[config.mk]
export PLATFORM = sky130hd
export DESIGN_NAME = memory_queue
export DESIGN_NICKNAME = d
export VERILOG_FILES = /design/src/common/rv32i_pkg.sv /design/src/lsq/memory_queue.sv
export SDC_FILE = /design/constraint.sdc
export NUM_CORES = 1
export LEC_CHECK = 0
export ABC_CLOCK_PERIOD_IN_PS = 6300
export CAP_MARGIN = 20
export CORE_MARGIN = 5
export CORE_UTILIZATION = 60
export DETAILED_ROUTE_END_ITERATION = 8
export DONT_BUFFER_PORTS = 1
export GPL_TIMING_DRIVEN = 0
export HOLD_SLACK_MARGIN = 0.1
export PLACE_DENSITY_LB_ADDON = 0.2
export RECOVER_POWER = 100
export SETUP_SLACK_MARGIN = 0.4
export SLEW_MARGIN = 15
export SYNTH_ARGS = -nofsm -noshare
export SYNTH_HDL_FRONTEND = slang
export SYNTH_SLANG_ARGS = --single-unit
[constraint.sdc]
create_clock -name clk -period 6.3 [get_ports clk]
set_input_delay 0 -clock clk [delete_from_list [all_inputs] [get_ports clk]]
set_output_delay 0 -clock clk [all_outputs]
set_load 0.03 [all_outputs]
[src/common/rv32i_pkg.sv]
package rv32i_pkg;

    localparam int QUEUE_DEPTH = 8;
    localparam int QIDX_W      = $clog2(QUEUE_DEPTH);
    localparam int PREG_W      = 6;
    localparam int ROB_W       = 6;
    localparam int MEM_WORDS   = 256;
    localparam int MEM_IDX_W   = $clog2(MEM_WORDS);
    localparam int FETCH_DEPTH = 4;
    localparam int FETCH_PTR_W = $clog2(FETCH_DEPTH);

    typedef enum logic [2:0] {
        MEM_LB, MEM_LH, MEM_LW, MEM_LBU, MEM_LHU, MEM_SB, MEM_SH, MEM_SW
    } mem_op_e;

    typedef enum logic [1:0] {ARB_IDLE, ARB_Q, ARB_F} arb_state_e;

    function automatic logic is_store(mem_op_e op);
        return op inside {MEM_SB, MEM_SH, MEM_SW};
    endfunction

    // lane enables for the wishbone sel lines
    function automatic logic [3:0] byte_sel(mem_op_e op, logic [1:0] a);
        case (op)
            MEM_SB, MEM_LB, MEM_LBU: return 4'b0001 << a;
            MEM_SH, MEM_LH, MEM_LHU: return a[1] ? 4'b1100 : 4'b0011;
            default:                 return 4'b1111;
        endcase
    endfunction

    function automatic logic [31:0] load_extend(mem_op_e op, logic [1:0] a, logic [31:0] w);
        logic [31:0] sh;
        sh = w >> {a, 3'b000}; // selected byte or half lands in the low bits
        case (op)
            MEM_LB:  return {{24{sh[7]}}, sh[7:0]};
            MEM_LBU: return {24'b0, sh[7:0]};
            MEM_LH:  return {{16{sh[15]}}, sh[15:0]};
            MEM_LHU: return {16'b0, sh[15:0]};
            default: return w;
        endcase
    endfunction

endpackage : rv32i_pkg
[src/lsq/memory_queue.sv]
module memory_queue (
    input  logic                         clk,
    input  logic                         rst,

    // dispatch
    input  logic                         enqueue_valid,
    input  rv32i_pkg::mem_op_e           mem_op,
    input  logic [rv32i_pkg::PREG_W-1:0] phys_reg_in,
    input  logic [rv32i_pkg::ROB_W-1:0]  rob_tag_in,

    // agu write-back
    input  logic                         addr_valid,
    input  logic [31:0]                  addr,
    input  logic [31:0]                  wdata,
    input  logic [rv32i_pkg::QIDX_W-1:0] mem_idx,

    // commit from the reorder buffer
    input  logic                         commit_valid,
    input  logic [rv32i_pkg::ROB_W-1:0]  commit_rob,

    output logic                         full,
    output logic [rv32i_pkg::QIDX_W-1:0] mem_idx_out,

    // wishbone master
    output logic                         q_cyc,
    output logic                         q_stb,
    output logic                         q_we,
    output logic [31:0]                  q_adr,
    output logic [31:0]                  q_dat_w,
    output logic [3:0]                   q_sel,
    input  logic [31:0]                  q_dat_r,
    input  logic                         q_ack,

    // load response
    output logic                         load_valid,
    output logic [rv32i_pkg::PREG_W-1:0] load_preg,
    output logic [31:0]                  load_data
);
    import rv32i_pkg::*;

    logic [QIDX_W:0]          head;  // msb is the wrap bit
    logic [QIDX_W:0]          tail;
    logic [QIDX_W-1:0]        h;

    logic [QUEUE_DEPTH-1:0]   e_valid;
    logic [QUEUE_DEPTH-1:0]   e_addr_rdy;
    logic [QUEUE_DEPTH-1:0]   e_commit;
    mem_op_e                  e_op   [QUEUE_DEPTH];
    logic [PREG_W-1:0]        e_preg [QUEUE_DEPTH];
    logic [ROB_W-1:0]         e_rob  [QUEUE_DEPTH];
    logic [31:0]              e_addr [QUEUE_DEPTH];
    logic [31:0]              e_data [QUEUE_DEPTH];

    logic                     head_ready;

    assign h           = head[QIDX_W-1:0];
    assign full        = (head[QIDX_W-1:0] == tail[QIDX_W-1:0]) && (head[QIDX_W] != tail[QIDX_W]);
    assign mem_idx_out = tail[QIDX_W-1:0];

    // stores go out only after commit
    assign head_ready = e_valid[h] && e_addr_rdy[h] && (!is_store(e_op[h]) || e_commit[h]);

    // bus fields come straight from the head slot, which holds still until ack
    assign q_stb = q_cyc;
    assign q_we  = is_store(e_op[h]);
    assign q_adr = e_addr[h];
    assign q_sel = byte_sel(e_op[h], e_addr[h][1:0]);

    always_comb begin
        case (e_op[h])
            MEM_SB:  q_dat_w = {4{e_data[h][7:0]}};  // every lane, sel picks one
            MEM_SH:  q_dat_w = {2{e_data[h][15:0]}};
            default: q_dat_w = e_data[h];
        endcase
    end

    // control state
    always_ff @(posedge clk) begin
        if (rst) begin
            head       <= '0;
            tail       <= '0;
            e_valid    <= '0;
            e_addr_rdy <= '0;
            e_commit   <= '0;
            q_cyc      <= 1'b0;
            load_valid <= 1'b0;
        end else begin
            load_valid <= 1'b0;
            if (q_cyc && q_ack) begin // retire
                q_cyc      <= 1'b0;
                e_valid[h] <= 1'b0;
                head       <= head + 1'b1;
                load_valid <= !is_store(e_op[h]);
            end else if (!q_cyc && head_ready) begin
                q_cyc <= 1'b1;
            end

            if (enqueue_valid && !full) begin
                e_valid[tail[QIDX_W-1:0]]    <= 1'b1;
                e_addr_rdy[tail[QIDX_W-1:0]] <= 1'b0;
                e_commit[tail[QIDX_W-1:0]]   <= 1'b0;
                tail                         <= tail + 1'b1;
            end

            if (addr_valid) begin
                e_addr_rdy[mem_idx] <= 1'b1;
            end

            for (int i = 0; i < QUEUE_DEPTH; i++) begin
                if (commit_valid && e_valid[i] && e_rob[i] == commit_rob) begin
                    e_commit[i] <= 1'b1;
                end
            end
        end
    end

    // entry payload and load result
    always_ff @(posedge clk) begin
        if (enqueue_valid && !full) begin
            e_op[tail[QIDX_W-1:0]]   <= mem_op;
            e_preg[tail[QIDX_W-1:0]] <= phys_reg_in;
            e_rob[tail[QIDX_W-1:0]]  <= rob_tag_in;
        end
        if (addr_valid) begin
            e_addr[mem_idx] <= addr;
            e_data[mem_idx] <= wdata;
        end
        if (q_cyc && q_ack) begin
            load_preg <= e_preg[h];
            load_data <= load_extend(e_op[h], e_addr[h][1:0], q_dat_r);
        end
    end

    assert property (@(posedge clk) disable iff (rst) enqueue_valid |-> !full);

    // agu result must target a slot that dispatch already filled
    assert property (@(posedge clk) disable iff (rst) addr_valid |-> e_valid[mem_idx]);

    assert property (@(posedge clk) disable iff (rst)
        q_stb && !q_ack |=> q_stb && $stable(q_adr) && $stable(q_we) && $stable(q_sel));

endmodule : memory_queue

==> results by group, run 1 <==
Floorplan
  • Starting Density: 0.606
  • Die H: 227 um
  • Die Area: 51,400 um^2
  • Floorplan row count: 79
  • DIE WIDTH: 227 um
  • IO Count: 240
  • Total core area: 46,500 um^2

Power and ir drop
  • P_sw: 2.10 mW
  • Comb pwr share: 0.048
  • Sequential share of power: 0.515
  • P_int: 8.23 mW
  • Switching share of total power: 0.203
  • Maximum vdd drop: 0.273 mV
  • Clock power frac: 0.437
  • Leak: 10.3 nW
  • Final Power: 10.3 mW
  • Power per Cell Area: 314 nW/um^2

Logic synthesis
  • Syn Nets: 1,600
  • YS warnings: 0
  • Mean area per synthesized cell: 19.1 um^2
  • Register area share after synthesis: 0.741
  • Distinct cells, synth: 48
  • Cell Area, Synth: 28,200 um^2
  • Synthesized flop and latch total: 707
  • Leading area contributor after synthesis: edfxtp_1
  • FFs w/ async S/R, synth: 0
  • Number of flops mapped to enable cells by yosys: 670
  • Cells after Synth: 1,472
  • Area contributors post-synth: edfxtp_1, mux4_2, dfxtp_1
  • Top FF cell, synth: edfxtp_1
  • Post-synth top area share: 0.714

Detailed routing
  • Detail Route Antenna Nets: 0
  • Top Metal Used: met5
  • Detailed Routing Iterations Pass 1: 5
  • DRT iter0 DRCs: 1,902
  • Routed met3 length: 5360 um
  • Final WL: 65,900 um
  • Met2 wire len: 32,300 um
  • Vias: 15,100
  • M1 WL: 26,400 um
  • Wirelength per Cell: 27.6 um
  • Post-DR vias/cell: 6.36
  • Residual DRC count: 0

STA
  • RSZ-0062 raised after global routing: false
  • Tcrit/Tclk final: 0.798
  • Final min period: 5.03 ns
  • Pins Over Slew Limit: 236
  • Fmax achieved: 199 MHz
  • Max-slew headroom: -0.475
  • Setup-failing EPs final: 0
  • Least-Margin Pin Slew: 2.21 ns
  • Worst clock skew: 0.0123 ns
  • Final Hold Vio Count: 0

Placement
  • Post-DP HPWL: 42,100 um
  • PortBufs: 0
  • DP Cell Count: 2,117
  • DP Area: 29,600 um^2
  • Placer congestion estimate: 0.926

Worst setup path
  • Crit start category: register
  • Crit path max-delay family: buffers and inverters
  • Crit path cell chain: clkbuf_1 -> clkbuf_1 -> clkbuf_1 -> clkbuf_1 -> clkbuf_1 -> clkbuf_1 -> mux2_1
  • Stages on worst setup path: 7
  • CP Max Fanout: 10
  • Crit path capture type: output port
  • R2R cell count: 10
  • WS Path Type: register to output port
  • Req. time, crit path: 6.30 ns
  • Crit path arrival time: 5.03 ns
  • Most used cell, CP: clkbuf_1
  • Worst Path Buf+Inv: 6
  • Crit-path slowest cell: clkbuf_1
  • CP max stage delay: 0.77 ns
  • R2R setup slack: 2.04 ns

Clock tree
  • Post_cts resized: 0
  • Clock Path Buffers: 3
  • H-tree Lvls: 3
  • Post-CTS setup buffer count: 0
  • Later-pin clock latency in the skew report: 0.59 ns
  • Reg clk slew, reported paths: 0.06 ns
  • Num CTS Buffers: 70
  • CTS tree: done
  • Clock sinks: 707
  • CTS root buf: clkbuf_16

Global routing
  • Vias in the first global route: 15,800
  • GRT overflow: 0
  • Global-route wire length before repair: 99,100 um
  • Pin count of the biggest net entering global routing: 39
  • Tot GR Track Use: 0.259
  • Initial antenna violation count: 5

Cells and area
  • Final std cells w/o fill: 2,382
  • Layout cells sized above 1: 0.179
  • # fillers: 2,870
  • Layout area overhead: 16.8%
  • Final Cell Area: 32,900 um^2
  • Post-layout net count: 1,844

Min path
  • Worst min path class: primary input to register
  • Hold Path Stages: 5

Outcome
  • Status: finished with violations
  • Failing checks: max-capacitance violations, max-slew violations

Flow run
  • Max cap viols: 13
-- cells in the mapped netlist (22+ instances only) --
cell type / number
mux4_2: 154
mux2i_1: 36
dfxtp_1: 37
a21oi_1: 46
xnor2_1: 37
o21ai_0: 36
buf_2: 25
nor2_1: 48
inv_1: 22
nand2_1: 70
clkbuf_1: 40
nand3_1: 33
o21ai_1: 22
edfxtp_1: 670
mux2_2: 47
-- cell families after synthesis --
family	Yosys count	share of synthesized area
xor gates and xnor gates	58	0.0180
buffers and inverters	107	0.0167
and+or+nand+nor	187	0.0297
DFF	707	0.741
muxes	243	0.158
AOI/OAI and AO/OA	168	0.0354
adders and majority gates	2	0.000889
-- through the flow --
stage,utilization,hold slack (ns),setup WS [ns],setup TNS [ns]
floorplan,-,0.0989,1.15,0
global placement,0.622,0.0992,-3.66,-465.23
detailed placement,0.637,0.0992,2.83,0
CTS,0.719,0.157,2.18,0
global route,0.708,0.195,1.02,0
finish,0.708,0.181,1.27,0
-- placed cells by master (no fill, tap or decap), types with 7 or more instances in the layout --
cell / Yosys / final
a21boi_0: 7 / 7
a21oi_1: 46 / 46
a31oi_1: 15 / 15
buf_1: 10 / 7
buf_2: 25 / 19
bufinv_16: 0 / 17
clkbuf_1: 40 / 101
clkbuf_16: 0 / 71
clkinv_1: 0 / 12
clkinv_2: 0 / 10
dfxtp_1: 37 / 37
dlygate4sd3_1: 0 / 134
edfxtp_1: 670 / 670
inv_1: 22 / 23
mux2_1: 2 / 29
mux2_2: 47 / 20
mux2i_1: 36 / 37
mux4_2: 154 / 154
nand2_1: 70 / 70
nand2b_1: 8 / 8
nand3_1: 33 / 33
nor2_1: 48 / 48
nor4_1: 8 / 8
o21ai_0: 36 / 47
o21ai_1: 22 / 11
o22a_1: 16 / 16
o22ai_1: 10 / 10
xnor2_1: 37 / 37
xor2_1: 21 / 21
-- layer usage --
metal	global-route usage	vias to the layer above
li1	-	6430
met1	0.365	7870
met3	0.0618	138
met5	0	-
met4	0.0654	4
met2	0.420	706
-- worst reg2reg max path, stage by stage (launching register included) --
cell and delay (ns):
dfxtp_1 0.30, clkbuf_1 0.38, clkbuf_1 0.50, mux4_2 0.42, mux2i_1 0.31, clkbuf_1 0.54
a21oi_1 0.52, a2111oi_0 0.51, a21oi_1 0.07, nor2_1 0.10, dlygate4sd3_1 0.56
-- path summary, 6_finish.rpt --
check | start | end
max | register | q_adr[9]
min | commit_rob[1] | e_commit[0]
max reg2reg | register | q_cyc
min reg2reg | e_addr_rdy[3] | e_addr_rdy[3]
-- registers in the layout, summed over array words and instances (netlist names), named ones only --
register	cells
e_rob	48
e_data	256
e_preg	48
e_addr	256
head	4
q_cyc	1
tail	4
load_valid	1
e_commit	8
load_data	32
load_preg	6
e_valid	8
e_op	24
e_addr_rdy	8
-- power by group through the flow --
stage               Clock, mW  Sequential (mW)  Combinational [mW]
global route             4.78             5.33               0.532
floorplan                   0             5.41               0.273
global placement            0             5.42               0.355
CTS                      4.58             5.32               0.518
detailed placement          0             5.42               0.388
finish                   4.51             5.32               0.499
-- timing repair --
action | in CTS | in global routing
setup endpoints to repair | 0 | 0
endpoints found under the hold margin | 937 | 0
hold buffers | 134 | 0
-- final cells by class --
cell class	instances	area [um^2]	share of cell area
multi-input combinational	658	6820	0.207
antenna	3	7.51	0.000228
clock inverter	47	673	0.0205
sequential	707	20900	0.634
tap	607	759	0.0231
clock buffer	81	1810	0.0552
buffer	84	358	0.0109
timing repair buffer	172	1510	0.0459
inverter	23	86.3	0.00263
(Power assumes the default switching activity.)
==> run 2, diff against run 1 <==
--- a/config.mk
+++ b/config.mk
@@ -5,7 +5,7 @@
 export SDC_FILE = /design/constraint.sdc
 export NUM_CORES = 1
 export LEC_CHECK = 0
-export ABC_CLOCK_PERIOD_IN_PS = 6300
+export ABC_CLOCK_PERIOD_IN_PS = 5000
 export CAP_MARGIN = 20
 export CORE_MARGIN = 5
 export CORE_UTILIZATION = 60
==> constraint.sdc (replaced) <==
create_clock -name clk -period 5 [get_ports clk]
set_input_delay 0 -clock clk [delete_from_list [all_inputs] [get_ports clk]]
set_output_delay 0 -clock clk [all_outputs]
set_load 0.03 [all_outputs]
==> run 2 against run 1 <==
Against the previous run:
- the run still ends with max-capacitance violations, max-slew violations left
- worst setup slack worse by 0.62 ns
- sequential power is 26% higher
- combinational power is 28% higher
- sequential share of layout area is 0.41 points higher
- count of clock-buffer cells in the layout is 5 higher
- critical endpoint is now q_dat_w[23]
- largest power group unchanged
==> results by group, run 2 (synthesized netlist as in run 1, its figures left out) <==
Outcome
  • Status: finished with violations (unchanged)
  • Failing checks: max-capacitance violations, max-slew violations (unchanged)

Clock tree
  • Clock Path Buffers: 3 (unchanged)
  • Num CTS Buffers: 71 (was 70)
  • Reg clk slew, reported paths: 0.06 ns (about the same)
  • CTS tree: done (unchanged)
  • Later-pin clock latency in the skew report: 0.60 ns (was 0.59 ns)
  • Post-CTS Hold Buffers: 141 (was 134)
  • Clock sinks: 707 (unchanged)
  • Post_cts resized: 0 (unchanged)
  • H-tree Lvls: 3 (unchanged)
  • CTS root buf: clkbuf_16 (unchanged)
  • Post-CTS setup buffer count: 0 (unchanged)

Cells and area
  • # fillers: 2,853 (was 2,870)
  • Post-layout util: 0.703 (was 0.708)
  • Layout area overhead: 16.0% (was 16.8%)
  • Most frequent cells in the layout: edfxtp_1, mux4_2, dlygate4sd3_1, clkbuf_1, clkbuf_16 (unchanged)
  • Sequential cell area: 20,900 um^2 (unchanged)
  • Multi-input gate area: 6830 um^2 (was 6820 um^2)
  • Largest registers: e_addr x256, e_data x256 (unchanged)
  • Post-layout net count: 1,846 (was 1,844)
  • Commonest non-fill, non-tap cell in the layout: edfxtp_1 (unchanged)
  • Layout cells sized above 1: 0.171 (was 0.179)

Detailed routing
  • Residual DRC count: 0 (unchanged)
  • M1 WL: 26,600 um (was 26,400 um)
  • Routed met3 length: 5230 um (was 5360 um)
  • DRT iter0 DRCs: 1,572 (was 1,902)
  • Vias: 15,200 (was 15,100)
  • Met2 wire len: 31,800 um (was 32,300 um)
  • Final WL: 65,600 um (was 65,900 um)
  • Top Metal Used: met5 (unchanged)
  • Wirelength per Cell: 27.6 um (about the same)
  • Detailed Routing Iterations Pass 1: 8 (was 5)
  • Detail Route Antenna Nets: 0 (unchanged)
  • Post-DR vias/cell: 6.39 (was 6.36)

STA
  • Tcrit/Tclk final: 0.869
  • Final min period: 4.35 ns
  • Worst clock skew: 0.0141 ns (was 0.0123 ns)
  • Pins Over Slew Limit: 184 (was 236)
  • Fmax achieved: 230 MHz
  • Setup_tns: 0 ns (unchanged)
  • Least-Margin Pin Slew: 2.36 ns (was 2.21 ns)
  • RSZ-0062 raised after global routing: false (unchanged)
  • Setup-failing EPs final: 0 (unchanged)
  • Max-slew headroom: -0.577 (was -0.475)
  • Final worst setup slack: 0.655 ns (was 1.27 ns)
  • Final Hold Vio Count: 0 (unchanged)

Flow run
  • Max cap viols: 9 (was 13)

Worst setup path
  • Crit-path slowest cell: o21ai_0 (was clkbuf_1)
  • Worst Path Buf+Inv: 5 (was 6)
  • CP max stage delay: 0.81 ns (was 0.77 ns)
  • CP Max Fanout: 10 (unchanged)
  • Crit path capture type: output port (unchanged)
  • Crit path max-delay family: buffers and inverters (unchanged)
  • Crit path cell chain: buf_2 -> clkbuf_1 -> buf_2 -> buf_4 -> clkbuf_1 -> mux4_2 -> mux2i_1 -> o21ai_0 (was clkbuf_1 -> clkbuf_1 -> clkbuf_1 -> clkbuf_1 -> clkbuf_1 -> clkbuf_1 -> mux2_1)
  • Req. time, crit path: 5.00 ns (was 6.30 ns)
  • Crit start category: register (unchanged)
  • Crit path arrival time: 4.35 ns (was 5.03 ns)
  • WS Path Type: register to output port (unchanged)

Global routing
  • Vias in the first global route: 15,500 (was 15,800)
  • Initial antenna violation count: 6 (was 5)
  • Pin count of the biggest net entering global routing: 39 (unchanged)
  • GRT overflow: 0 (unchanged)
  • Global-route wire length before repair: 98,400 um (was 99,100 um)
  • Tot GR Track Use: 0.258 (was 0.259)

Floorplan
  • IO Count: 240 (unchanged)
  • Die Area: 51,400 um^2 (unchanged)
  • Total core area: 46,500 um^2 (unchanged)
  • Starting Density: 0.606 (unchanged)
  • Floorplan row count: 79 (unchanged)
  • DIE WIDTH: 227 um (unchanged)
  • Die H: 227 um (unchanged)

Power and ir drop
  • Leak: 10.2 nW (was 10.3 nW)
  • Power per Cell Area: 377 nW/um^2 (was 314 nW/um^2)
  • Maximum vdd drop: 0.363 mV (was 0.273 mV)

Placement
  • Post-DP HPWL: 41,500 um (was 42,100 um)
  • Dpl ws: 1.59 ns (was 2.83 ns)
  • Placer congestion estimate: 0.911 (was 0.926)
  • PortBufs: 0 (unchanged)

Min path
  • Worst min path class: primary input to register (unchanged)
[run 2: cell types whose count changed in the layout (fill, tap and decap cells not counted), moves of 3 or more]
| cell | delta |
|---|---|
| bufinv_16 | -14 |
| clkbuf_1 | -8 |
| clkbuf_16 | +3 |
| clkinv_1 | +9 |
| diode_2 | +3 |
| dlygate4sd3_1 | +7 |
| inv_6 | -3 |
| o21ai_0 | +3 |
| o21ai_1 | -3 |
[run 2: final cells by class]
class / instances / share of cell area
antenna: 6 / 0.000460
buffer: 84 / 0.0111
clock buffer: 86 / 0.0581
clock inverter: 36 / 0.00758
inverter: 23 / 0.00264
multi-input combinational: 658 / 0.209
sequential: 707 / 0.638
tap: 607 / 0.0232
timing repair buffer: 173 / 0.0496
[run 2: worst min-delay path, delay by kind of cell]
family	cells	cell delay (ns)
buf+inv	1	0.53
compound gates	1	0.06
simple gates	1	0.04
[run 2: through the flow]
stage	cell area, um^2	power, mW	instances	hold slack [ns]
after global placement	28900	7.27	2079	0.0992
final	32700	12.3	2380	0.164
after detailed placement	29700	7.31	2111	0.0992
after global routing	32700	12.7	2376	0.177
after floorplan	28200	7.16	1472	0.0989
after CTS	33200	12.4	2374	0.128
[run 2: metal layers]
| metal | up-vias | global-route usage |
|---|---|---|
| li1 | 6426 | - |
| met1 | 7818 | 0.370 |
| met2 | 776 | 0.414 |
| met3 | 172 | 0.0566 |
| met4 | 6 | 0.0685 |
| met5 | - | 0 |
[run 2: worst paths after layout]
path	startpoint	to	slack [ns]	cells after the start
worst min-delay path	q_dat_r[28]	load_data[28]	0.16	3
worst min register to register	e_addr_rdy[7]	e_addr_rdy[7]	0.49	2
worst max-delay path	register	q_dat_w[23]	0.65	8
worst max register to register	register	load_data[11]	0.88	11
[run 2: where the power goes]
part | internal, mW | leakage [nW] | switching, mW
Sequential | 6.66 | 6.38 | 0.0438
Clock | 2.84 | 1.05 | 2.13
Combinational | 0.232 | 2.81 | 0.405
==> run 3, diff against run 2 <==
--- a/config.mk
+++ b/config.mk
@@ -13,6 +13,7 @@
 export DONT_BUFFER_PORTS = 1
 export GPL_TIMING_DRIVEN = 0
 export HOLD_SLACK_MARGIN = 0.1
+export MAX_ROUTING_LAYER = met4
 export PLACE_DENSITY_LB_ADDON = 0.2
 export RECOVER_POWER = 100
 export SETUP_SLACK_MARGIN = 0.4
==> run 3 against run 2 <==
Against the previous run:
- the flow still finishes with violations (max-capacitance violations, max-slew violations)
- sequential power is essentially flat
- core utilization is essentially flat
- worst setup slack lost 0.026 ns
- clock skew grew 0.00065 ns
==> results by group, run 3 (synthesized netlist as in run 1, its figures left out) <==
Outcome
  • Status: finished with violations (unchanged)
  • Failing checks: max-capacitance violations, max-slew violations (unchanged)

Detailed routing
  • Wirelength per Cell: 27.5 um (was 27.6 um)
  • Detailed Routing Iterations Pass 1: 7 (was 8)
  • Residual DRC count: 0 (unchanged)
  • Vias: 15,100 (was 15,200)
  • Post-DR vias/cell: 6.35 (was 6.39)
  • Final WL: 65,500 um (was 65,600 um)
  • DRT iter0 DRCs: 1,654 (was 1,572)
  • Detail Route Antenna Nets: 0 (unchanged)

Floorplan
  • Total core area: 46,500 um^2 (unchanged)
  • Floorplan row count: 79 (unchanged)
  • Die H: 227 um (unchanged)
  • Die Area: 51,400 um^2 (unchanged)
  • DIE WIDTH: 227 um (unchanged)
  • Starting Density: 0.606 (unchanged)
  • IO Count: 240 (unchanged)

Cells and area
  • Largest registers: e_addr x256, e_data x256 (unchanged)
  • Most frequent cells in the layout: edfxtp_1, mux4_2, dlygate4sd3_1, clkbuf_1, clkbuf_16 (unchanged)
  • Commonest non-fill, non-tap cell in the layout: edfxtp_1 (unchanged)
  • Layout cells sized above 1: 0.171 (unchanged)
  • Final Cell Area: 32,700 um^2 (about the same)
  • Post-layout util: 0.703 (about the same)
  • Post-layout net count: 1,846 (unchanged)
  • Layout area overhead: 16.0% (about the same)

Power and ir drop
  • P_int: 9.73 mW (about the same)
  • Leak: 10.2 nW (unchanged)
  • Sequential share of power: 0.544 (about the same)
  • Comb pwr share: 0.052 (about the same)
  • P_sw: 2.59 mW (was 2.58 mW)
  • Switching share of total power: 0.210 (was 0.209)
  • Clock power frac: 0.404 (about the same)
  • Power per Cell Area: 377 nW/um^2 (about the same)
  • Maximum vdd drop: 0.366 mV (was 0.363 mV)

Min path
  • Worst min path class: primary input to register (unchanged)

Worst setup path
  • CP Max Fanout: 10 (unchanged)
  • WS Path Type: register to output port (unchanged)
  • Req. time, crit path: 5.00 ns (about the same)
  • Crit path capture type: output port (unchanged)
  • Crit start category: register (unchanged)
  • Crit path arrival time: 4.37 ns (was 4.35 ns)

Clock tree
  • CTS tree: done (unchanged)
  • Clock sinks: 707 (unchanged)
  • Later-pin clock latency in the skew report: 0.59 ns (was 0.60 ns)
  • H-tree Lvls: 3 (unchanged)
  • Num CTS Buffers: 71 (unchanged)
  • Clock Path Buffers: 3 (unchanged)
  • Post_cts resized: 0 (unchanged)
  • CTS root buf: clkbuf_16 (unchanged)
  • Reg clk slew, reported paths: 0.06 ns (about the same)

STA
  • Least-Margin Pin Slew: 2.35 ns (was 2.36 ns)
  • Setup-failing EPs final: 0 (unchanged)
  • Fmax achieved: 229 MHz (was 230 MHz)
  • Max-slew headroom: -0.573 (was -0.577)
  • Pins Over Slew Limit: 156 (was 184)
  • Final Hold Vio Count: 0 (unchanged)
  • RSZ-0062 raised after global routing: false (unchanged)
  • Final min period: 4.37 ns (was 4.35 ns)
  • Hold WS: 0.158 ns (was 0.164 ns)
  • Worst clock skew: 0.0148 ns (was 0.0141 ns)
  • Tcrit/Tclk final: 0.874 (was 0.869)
  • Setup_tns: 0 ns (unchanged)

Global routing
  • Initial antenna violation count: 6 (unchanged)
  • GRT overflow: 0 (unchanged)
  • Tot GR Track Use: 0.267 (was 0.258)
  • Pin count of the biggest net entering global routing: 39 (unchanged)
  • Vias in the first global route: 15,500 (about the same)
  • Global-route wire length before repair: 98,400 um (about the same)

Placement
  • Placer congestion estimate: 0.928 (was 0.911)
  • PortBufs: 0 (unchanged)
  • Post-DP HPWL: 41,500 um (unchanged)
  • DP Area: 29,700 um^2 (unchanged)

Flow run
  • Max cap viols: 7 (was 9)
run 3: path summary, 6_finish.rpt:
kind / cells past startpoint / endpoint / slack, ns / startpoint
max: 8 / q_dat_w[23] / 0.63 / register
min: 3 / load_data[28] / 0.16 / q_dat_r[28]
max reg2reg: 11 / load_data[11] / 0.91 / register
min reg2reg: 2 / e_addr_rdy[7] / 0.49 / e_addr_rdy[7]
run 3: repair_timing:
item,in CTS,in global routing
hold buffers,141,0
setup buffers,0,0
endpoints found under the hold margin,1037,0
run 3: critical path, stage by stage (launching register included):
cell,delay (ns)
dfxtp_1,0.30
buf_2,0.21
clkbuf_1,0.47
buf_2,0.41
buf_4,0.30
clkbuf_1,0.79
mux4_2,0.37
mux2i_1,0.11
o21ai_0,0.81
run 3: routing by layer:
metal,up-vias,GRT usage,part of all wire
li1,6431,-,-
met1,7788,0.369,0.40
met2,759,0.415,0.49
met3,156,0.0576,0.080
met4,0,0.0677,0.027
met5,-,-,0
run 3: through the flow:
| step | power [mW] | worst slack, ns | std cells |
|---|---|---|---|
| 6_report | 12.3 | 0.629 | 2382 |
| 5_1_grt | 12.7 | 0.411 | 2380 |
| 4_1_cts | 12.4 | 0.927 | 2374 |
| 3_5_place_dp | 7.31 | 1.59 | 2111 |
| 3_3_place_gp | 7.27 | -1.30 | 2079 |
| 2_1_floorplan | 7.16 | 1.59 | 1472 |
run 3: final cells by class:
cell class                 count  area, um^2
sequential                   707       20900
fill                        2852       13800
multi-input combinational    658        6830
clock buffer                  86        1900
timing repair buffer         173        1620
tap                          607         759
buffer                        84         362
clock inverter                36         248
inverter                      23        86.3
antenna                        8        20.0
run 3: power by group through the flow:
stage                     registers [mW]  logic (mW)  clock network [mW]
after floorplan                     6.81       0.345                   0
after global placement              6.83       0.444                   0
after detailed placement            6.82       0.490                   0
after CTS                           6.70       0.663                5.04
after global routing                6.71       0.680                5.32
final                               6.70       0.638                4.98
